==> config.mk <==
export PLATFORM = sky130hd
export DESIGN_NAME = frame_parser_top
export DESIGN_NICKNAME = d
export VERILOG_FILES = /design/src/hw/frame_pkg.sv /design/src/hw/cmd_decode.sv /design/src/hw/crc8_unit.sv /design/src/hw/frame_execute.sv /design/src/hw/frame_parser_top.sv /design/src/hw/frame_result.sv
export SDC_FILE = /design/constraint.sdc
export NUM_CORES = 1
export LEC_CHECK = 0
export BUFFER_PORTS_ARGS = -buffer_cell sky130_fd_sc_hd__buf_2
export CAP_MARGIN = 20
export CORE_AREA = 2 2 227 229
export CTS_CLUSTER_DIAMETER = 60
export CTS_CLUSTER_SIZE = 12
export DETAILED_ROUTE_END_ITERATION = 8
export DIE_AREA = 0 0 229 231
export MAX_ROUTING_LAYER = met4
export PLACE_DENSITY_LB_ADDON = 0.12
export SLEW_MARGIN = 40
export SYNTH_ARGS = -nofsm -noshare
export SYNTH_HDL_FRONTEND = slang
export SYNTH_SLANG_ARGS = --single-unit
==> constraint.sdc <==
create_clock -name clk -period 8.4 [get_ports clk]
set_clock_uncertainty 0.15 [all_clocks]
set_input_delay 1.68 -clock clk [delete_from_list [all_inputs] [get_ports clk]]
set_output_delay 1.68 -clock clk [all_outputs]
set_load 0.005 [all_outputs]
==> src/hw/frame_pkg.sv <==
// Shared constants and types for the host-to-device frame parser
package frame_pkg;

    // Byte level protocol constants
    localparam int BYTE_W = 8;                      // One UART character
    localparam logic [BYTE_W-1:0] SOF_BYTE = 8'hA5; // Host-to-device start of frame
    localparam logic [BYTE_W-1:0] CRC_POLY = 8'h07; // x^8 + x^2 + x + 1

    // Payload sizing
    localparam int MAX_DATA_BYTES = 64;             // 16 beats of 32 bits
    localparam int COUNT_W = 7;                     // Must hold the value 64 itself

    // Status codes reported back to the host
    typedef enum logic [7:0] {
        STATUS_OK      = 8'h00,
        STATUS_CRC_ERR = 8'h01,
        STATUS_CMD_INV = 8'h02
    } status_t;

    // Command byte layout, MSB first
    //   rw   : 1 = read, 0 = write
    //   inc  : address increment per beat
    //   size : 0 byte, 1 half, 2 word, 3 reserved
    //   len  : beat count minus one
    typedef struct packed {
        logic       rw;
        logic       inc;
        logic [1:0] size;
        logic [3:0] len;
    } cmd_fields_t;

    // Decoded view of the command byte
    typedef struct packed {
        logic               read;       // Read request, no payload follows
        logic [COUNT_W-1:0] data_bytes; // Payload bytes to expect on the wire
        logic               cmd_ok;     // Low for the reserved size
    } cmd_info_t;

    // Captured frame as handed to the consumer
    // Data is stored byte 0 first, i.e. in wire order
    typedef struct packed {
        cmd_fields_t                             cmd;
        logic [31:0]                             addr;       // Little endian on the wire
        logic [0:MAX_DATA_BYTES-1][BYTE_W-1:0]   data;
        logic [COUNT_W-1:0]                      data_count; // Bytes actually captured
    } frame_t;

endpackage

==> src/hw/cmd_decode.sv <==
`timescale 1ns/1ps

// Command byte decode, purely combinational
module cmd_decode import frame_pkg::*; (
    input  cmd_fields_t cmd,
    output cmd_info_t   info
);

    logic               size_rsvd;
    logic [COUNT_W-1:0] beats;     // len + 1, at most 16

    assign size_rsvd = (cmd.size == 2'b11);
    assign beats     = COUNT_W'(cmd.len) + 1'b1;

    always_comb begin
        info.read   = cmd.rw;
        info.cmd_ok = !size_rsvd;  // Reserved size is the only illegal encoding

        // Reads carry no payload from the host
        // Reserved size is rejected later, so no payload is consumed either
        if (cmd.rw || size_rsvd) begin
            info.data_bytes = '0;
        end else begin
            info.data_bytes = beats << cmd.size; // 1, 2 or 4 bytes per beat
        end
    end

    // Sequencer relies on this to stay within the capture buffer
    always_comb begin
        a_count_max: assert final (info.data_bytes <= COUNT_W'(MAX_DATA_BYTES));
    end

endmodule

==> src/hw/crc8_unit.sv <==
`timescale 1ns/1ps

// Running CRC-8 over the frame body (command, address and data bytes)
module crc8_unit import frame_pkg::*; (
    input  logic              clk,
    input  logic              rst,
    input  logic              crc_clear,  // Start of a new frame
    input  logic              crc_en,     // Fold crc_byte in
    input  logic [BYTE_W-1:0] crc_byte,
    output logic [BYTE_W-1:0] crc_value
);

    // One byte through the shift register, MSB first, no reflection
    function automatic logic [BYTE_W-1:0] crc8_next(
        input logic [BYTE_W-1:0] crc,
        input logic [BYTE_W-1:0] din
    );
        logic [BYTE_W-1:0] c;
        c = crc ^ din;
        for (int i = 0; i < BYTE_W; i++) begin
            c = c[BYTE_W-1] ? ((c << 1) ^ CRC_POLY) : (c << 1);
        end
        return c;
    endfunction

    always_ff @(posedge clk) begin
        if (rst) begin
            crc_value <= '0;
        end else if (crc_clear) begin
            crc_value <= '0;                            // Initial value is zero
        end else if (crc_en) begin
            crc_value <= crc8_next(crc_value, crc_byte);
        end
    end

    // The sequencer clears on the start byte and enables only on body bytes,
    // so the two strobes come from different states and never overlap
    a_clear_en_excl: assert property (
        @(posedge clk) disable iff (rst) !(crc_clear && crc_en)
    );

endmodule

==> src/hw/frame_execute.sv <==
`timescale 1ns/1ps

// Byte sequencer: pops the show-ahead RX FIFO and captures the frame body
module frame_execute import frame_pkg::*; (
    input  logic              clk,
    input  logic              rst,

    // Show-ahead RX FIFO
    input  logic [BYTE_W-1:0] rx_fifo_data,
    input  logic              rx_fifo_empty,
    output logic              rx_fifo_rd_en,

    input  cmd_info_t         info,           // Decode of frame.cmd
    input  logic              result_pending, // Previous report not yet consumed
    output frame_t            frame,

    // CRC unit control
    output logic              crc_clear,
    output logic              crc_en,
    output logic [BYTE_W-1:0] crc_byte,

    // Hand-off to the result stage
    output logic              check,
    output logic [BYTE_W-1:0] check_byte,

    output logic              parser_busy
);

    typedef enum logic [2:0] {
        ST_HUNT,
        ST_CMD,
        ST_ADDR0,
        ST_ADDR1,
        ST_ADDR2,
        ST_ADDR3,
        ST_DATA,
        ST_CRC
    } state_t;

    state_t state;

    logic                                  pop;
    logic                                  sof_hit;
    logic                                  body_byte; // Byte covered by the CRC
    cmd_fields_t                           cmd_q;
    logic [31:0]                           addr_q;
    logic [0:MAX_DATA_BYTES-1][BYTE_W-1:0] data_q;
    logic [COUNT_W-1:0]                    count_q;

    // Hunting is frozen while a report waits for the consumer
    assign pop       = !rx_fifo_empty && ((state != ST_HUNT) || !result_pending);
    assign sof_hit   = (state == ST_HUNT) && (rx_fifo_data == SOF_BYTE);
    assign body_byte = (state != ST_HUNT) && (state != ST_CRC);

    assign rx_fifo_rd_en = pop;
    assign crc_clear     = pop && sof_hit;
    assign crc_en        = pop && body_byte;
    assign crc_byte      = rx_fifo_data;

    assign parser_busy = (state != ST_HUNT) || result_pending;

    // Sequencer and counter
    always_ff @(posedge clk) begin
        if (rst) begin
            state   <= ST_HUNT;
            count_q <= '0;
            check   <= 1'b0;
        end else begin
            check <= pop && (state == ST_CRC); // Result stage sees it one cycle later
            if (pop) begin
                unique case (state)
                    ST_HUNT: begin
                        if (sof_hit) begin
                            state   <= ST_CMD;
                            count_q <= '0;
                        end                        // Anything else is dropped
                    end
                    ST_CMD:   state <= ST_ADDR0;
                    ST_ADDR0: state <= ST_ADDR1;
                    ST_ADDR1: state <= ST_ADDR2;
                    ST_ADDR2: state <= ST_ADDR3;
                    ST_ADDR3: begin
                        // cmd_q is settled here, so info is valid
                        if (info.read || (info.data_bytes == '0)) begin
                            state <= ST_CRC;
                        end else begin
                            state <= ST_DATA;
                        end
                    end
                    ST_DATA: begin
                        count_q <= count_q + 1'b1;
                        if (count_q + 1'b1 == info.data_bytes) begin
                            state <= ST_CRC;
                        end
                    end
                    ST_CRC:   state <= ST_HUNT;
                    default:  state <= ST_HUNT;
                endcase
            end
        end
    end

    // Captured fields
    always_ff @(posedge clk) begin
        if (pop) begin
            unique case (state)
                ST_CMD:   cmd_q         <= cmd_fields_t'(rx_fifo_data);
                ST_ADDR0: addr_q[7:0]   <= rx_fifo_data;  // LSB first
                ST_ADDR1: addr_q[15:8]  <= rx_fifo_data;
                ST_ADDR2: addr_q[23:16] <= rx_fifo_data;
                ST_ADDR3: addr_q[31:24] <= rx_fifo_data;
                ST_DATA:  data_q[count_q[COUNT_W-2:0]] <= rx_fifo_data;
                ST_CRC:   check_byte    <= rx_fifo_data;
                default:  ;
            endcase
        end
    end

    assign frame = '{cmd: cmd_q, addr: addr_q, data: data_q, data_count: count_q};

    // FIFO contract with the bridge
    a_no_pop_empty: assert property (
        @(posedge clk) disable iff (rst) rx_fifo_rd_en |-> !rx_fifo_empty
    );

    // Capture never runs past what the decoder asked for
    a_count_bound: assert property (
        @(posedge clk) disable iff (rst)
        (state == ST_DATA || state == ST_CRC) |-> (count_q <= info.data_bytes)
    );

endmodule

==> src/hw/frame_parser_top.sv <==
`timescale 1ns/1ps

// Host-to-device frame parser for the UART bridge
module frame_parser_top import frame_pkg::*; (
    input  logic              clk,
    input  logic              rst,

    // Show-ahead RX FIFO
    input  logic [BYTE_W-1:0] rx_fifo_data,
    input  logic              rx_fifo_empty,
    output logic              rx_fifo_rd_en,

    // Parsed frame and report
    output frame_t            frame,
    output logic              frame_valid,
    output logic              frame_error,
    output status_t           error_status,
    input  logic              frame_consumed,
    output logic              parser_busy
);

    cmd_info_t         info;
    logic              crc_clear;
    logic              crc_en;
    logic [BYTE_W-1:0] crc_byte;
    logic [BYTE_W-1:0] crc_value;
    logic              check;
    logic [BYTE_W-1:0] check_byte;
    logic              result_pending;

    cmd_decode u_cmd_decode (
        .cmd  (frame.cmd),
        .info (info)
    );

    frame_execute u_frame_execute (
        .clk            (clk),
        .rst            (rst),
        .rx_fifo_data   (rx_fifo_data),
        .rx_fifo_empty  (rx_fifo_empty),
        .rx_fifo_rd_en  (rx_fifo_rd_en),
        .info           (info),
        .result_pending (result_pending),
        .frame          (frame),
        .crc_clear      (crc_clear),
        .crc_en         (crc_en),
        .crc_byte       (crc_byte),
        .check          (check),
        .check_byte     (check_byte),
        .parser_busy    (parser_busy)
    );

    crc8_unit u_crc8_unit (
        .clk       (clk),
        .rst       (rst),
        .crc_clear (crc_clear),
        .crc_en    (crc_en),
        .crc_byte  (crc_byte),
        .crc_value (crc_value)
    );

    frame_result u_frame_result (
        .clk            (clk),
        .rst            (rst),
        .check          (check),
        .check_byte     (check_byte),
        .crc_value      (crc_value),
        .cmd_ok         (info.cmd_ok),
        .frame_consumed (frame_consumed),
        .frame_valid    (frame_valid),
        .frame_error    (frame_error),
        .error_status   (error_status),
        .result_pending (result_pending)
    );

endmodule

==> src/hw/frame_result.sv <==
`timescale 1ns/1ps

// Frame check and status hold until the consumer takes the frame
module frame_result import frame_pkg::*; (
    input  logic              clk,
    input  logic              rst,
    input  logic              check,          // CRC byte arrived
    input  logic [BYTE_W-1:0] check_byte,     // Received CRC
    input  logic [BYTE_W-1:0] crc_value,      // Computed CRC
    input  logic              cmd_ok,
    input  logic              frame_consumed,
    output logic              frame_valid,
    output logic              frame_error,
    output status_t           error_status,
    output logic              result_pending
);

    status_t status_next;

    // Command legality wins over CRC mismatch
    always_comb begin
        if (!cmd_ok) begin
            status_next = STATUS_CMD_INV;
        end else if (check_byte != crc_value) begin
            status_next = STATUS_CRC_ERR;
        end else begin
            status_next = STATUS_OK;
        end
    end

    always_ff @(posedge clk) begin
        if (rst) begin
            frame_valid  <= 1'b0;
            frame_error  <= 1'b0;
            error_status <= STATUS_OK;
        end else if (check) begin
            error_status <= status_next;
            frame_valid  <= (status_next == STATUS_OK);
            frame_error  <= (status_next != STATUS_OK);
        end else if (frame_consumed) begin
            frame_valid  <= 1'b0;                    // Report released
            frame_error  <= 1'b0;
            error_status <= STATUS_OK;
        end
    end

    // Also covers the cycle between the CRC pop and the flag going up
    assign result_pending = frame_valid || frame_error || check;

    // Exactly one of the two flags reports a frame
    a_flags_excl: assert property (
        @(posedge clk) disable iff (rst) !(frame_valid && frame_error)
    );

endmodule

==> results.md <==
* Status: finished clean
* Worst R2R Path Depth at 5
* Yosys reg bits at 583
* Syn Inst Count at 912
* First-pass GRT wire length at 81000 µm
* RSZ-0062 raised after global routing: no
* Root Driver: clkbuf_16
* Hold WS at 0.383 ns
* Global route overflow at 0
* Placement Rows at 83
* R2r setup slk at 5.00 ns
* Crit path from: rx_fifo_empty
* Hold WC Path Type: flip-flop to flip-flop
* Nets at 1549
* Max VDD drop at 0.000160 V
* Post-synth top area cell: edfxtp_1
* PostCTS Resize Cnt at 0
* Die area at 0.0529 mm²
* DP Wirelength at 39500 µm
* CTS tree: yes
* DRT Pass-1 Iters at 5
* Die Ht at 231 µm
* Synth Flop Type: edfxtp_1
* Top cells by count, synth: 560 x edfxtp_1, 96 x nor2_1, 23 x dfxtp_1, 23 x xnor2_1, 20 x nand2_1
* Die width at 229 µm
* CP Capture Point: u_frame_execute.frame[113]$_DFFE_PP_
* DR vias at 10743
* Clock buffer count from CTS at 57
* CTS max path bufs at 3
* Setup CP Type: input pin to flip-flop
* Initial antenna violation count at 0
* Min cycle time layout at 4.06 ns
* Wirelength, routed at 59400 µm
* Dpl cell area at 0.0230 mm²
* CP Data Arrival Time at 4.14 ns
* Setup TNS at 0 ns
* Port buffer count at 576
* CP required at 8.48 ns
* CTS clk-pin slew, worst paths at 0.06 ns
* Startpoint types: input pin
* Leak at 0.00887 µW
* Vias per std cell at 4.82
* Vias in the first global route at 10513
* Area contributors post-synth: edfxtp_1 87%, dfxtp_1 2.4%, nor2_1 1.9%
* Core Box Area at 0.0507 mm²
* Critical hold path startpoint: u_frame_execute.count_q[6]$_SDFFE_PP0P_
* Synthesized area at 0.0193 mm²
* Async SR Flop Fraction at 0%
* Seq/Total Area, Yosys at 89.7%
* Post-route cell area at 0.0246 mm²
* Placed Cells at 2156
* Setup Buffers After CTS at 0
* Global-route usage over all layers at 22.5%
* DR WL/cell at 26.6 µm
* I/O Pins at 583
* Placer Congestion at 0.801
* Layout Cells excl Fill at 2231
* Post-synth EDFFs at 560
* Final Setup Violations at 0
* Initial Util at 38.0%
* Worst-Margin Slew at 0.830 ns
* Worst r2r src: u_frame_execute.state[1]$_SDFFE_PP0P_
* Final Max Tran Viols at 0
* Clk sink count at 583
* H-tree level count at 2
* Hold_buf cts at 0
* Pwr dens at 226 mW/mm²
* Layout cell share with drive strength beyond 1 at 43.9%
* DRT iter0 DRCs at 774
* Synth warn at 0
* Largest net degree at the start of global routing at 74
* Endpoints failing hold at 0
* Top-area cell type share of the netlist area at 87.3%
* Area Growth Syn to Fin at 27.6%
* Element type at the critical path end: flip-flop
* Worst-path fanout max at 11
* Fmax achieved at 0.246 GHz
* Maxcap violations at 0
* Crit Reg-Reg Endpoint: u_frame_execute.frame[113]$_DFFE_PP_
* Slew HR at 44.6%
* Synth cell types at 60
* Drc violations at 0
* Count leader, synth: edfxtp_1
* Final worst path period share at 48.4%
* Final ANT Viol Nets at 0
* Worst skew pair latency at 0.60 ns
* Synth Area per Inst at 21.1 µm²
[placed cells by master (no fill, tap or decap), types with 7 or more instances in the layout]
cell,count
buf_2,576
nor3_2,7
xnor2_1,23
edfxtp_1,560
nand2_1,20
dfxtp_1,23
xor2_1,15
nand3_1,13
clkbuf_16,59
nor2_1,94
buf_4,9
or3_1,12
a21oi_1,13
[cells by family after synthesis]
family / Yosys count / synth area share [%]
multiplexers: 3 / 0.156
AO/OA/AOI/OAI: 45 / 1.63
other: 1 / 0.0195
AND/OR/NAND/NOR: 204 / 5.41
flip-flops: 583 / 89.7
buffers and inverters: 33 / 0.864
adder cells (fa/ha/maj): 2 / 0.130
XOR/XNOR: 41 / 2.09
[how the worst min path moves through the flow]
stage | slack, ns | depth (start not counted) | end
5_1_grt | 0.42 | 2 | u_crc8_unit.crc_value[4]$_SDFFE_PP0P_
3_5_place_dp | 0.36 | 2 | u_frame_execute.count_q[6]$_SDFFE_PP0P_
3_3_place_gp | 0.34 | 2 | u_frame_execute.count_q[6]$_SDFFE_PP0P_
6_report | 0.38 | 2 | u_frame_execute.count_q[6]$_SDFFE_PP0P_
4_1_cts | 0.37 | 2 | u_frame_execute.count_q[6]$_SDFFE_PP0P_
2_1_floorplan | 0.33 | 2 | u_frame_execute.count_q[6]$_SDFFE_PP0P_
[metrics by stage]
stage	util, %	total power [µW]	worst slack (ns)
global route	48.5	5710	4.16
floorplan	-	3290	4.31
global placement	45.3	3370	3.80
detailed placement	45.4	3370	3.70
CTS	48.5	5610	4.35
finish	48.5	5560	4.34
[layer usage]
layer | wire, µm | global-route usage [%] | up-vias
li1 | - | - | 4741
met1 | 23800 | 27.9 | 5461
met2 | 30200 | 37.2 | 472
met3 | 4370 | 5.89 | 69
met4 | 1060 | 5.05 | 0
met5 | 0 | - | -
[flip-flops by register name (all words and copies together) (netlist names)]
register / count
u_frame_result.error_status: 2
u_frame_result.frame_valid: 1
u_frame_execute.check: 1
u_frame_execute.addr_q: 32
u_frame_execute.state: 3
u_frame_execute.frame: 520
u_crc8_unit.crc_value: 8
u_frame_result.frame_error: 1
u_frame_execute.check_byte: 8
u_frame_execute.count_q: 7
[area by class of cell]
type                            instances  area (µm²)
Fill cell                            4346       26100
Timing Repair Buffer                  590        3010
Antenna cell                            1        2.50
Clock buffer                           64        1500
Inverter                                2        7.51
Tap cell                              680         851
Clock inverter                         10        65.1
Sequential cell                       583       17300
Multi-Input combinational cell        301        1880
[power breakdown]
group          internal (µW)  total [µW]  leakage (µW)  switching (µW)
Clock                   1250        2250      0.000766            1000
Combinational           27.4         117       0.00288            89.5
Sequential              3190        3190       0.00522            5.83
Total                   4460        5560       0.00887            1100
[critical path, stage by stage]
cell      delay, ns
buf_2          0.17
nand2b_1       0.34
or2_2          0.43
nor2_1         0.18
nand3_1        0.58
nor2_1         0.76
Note: power is estimated with default switching activity, not from simulation.
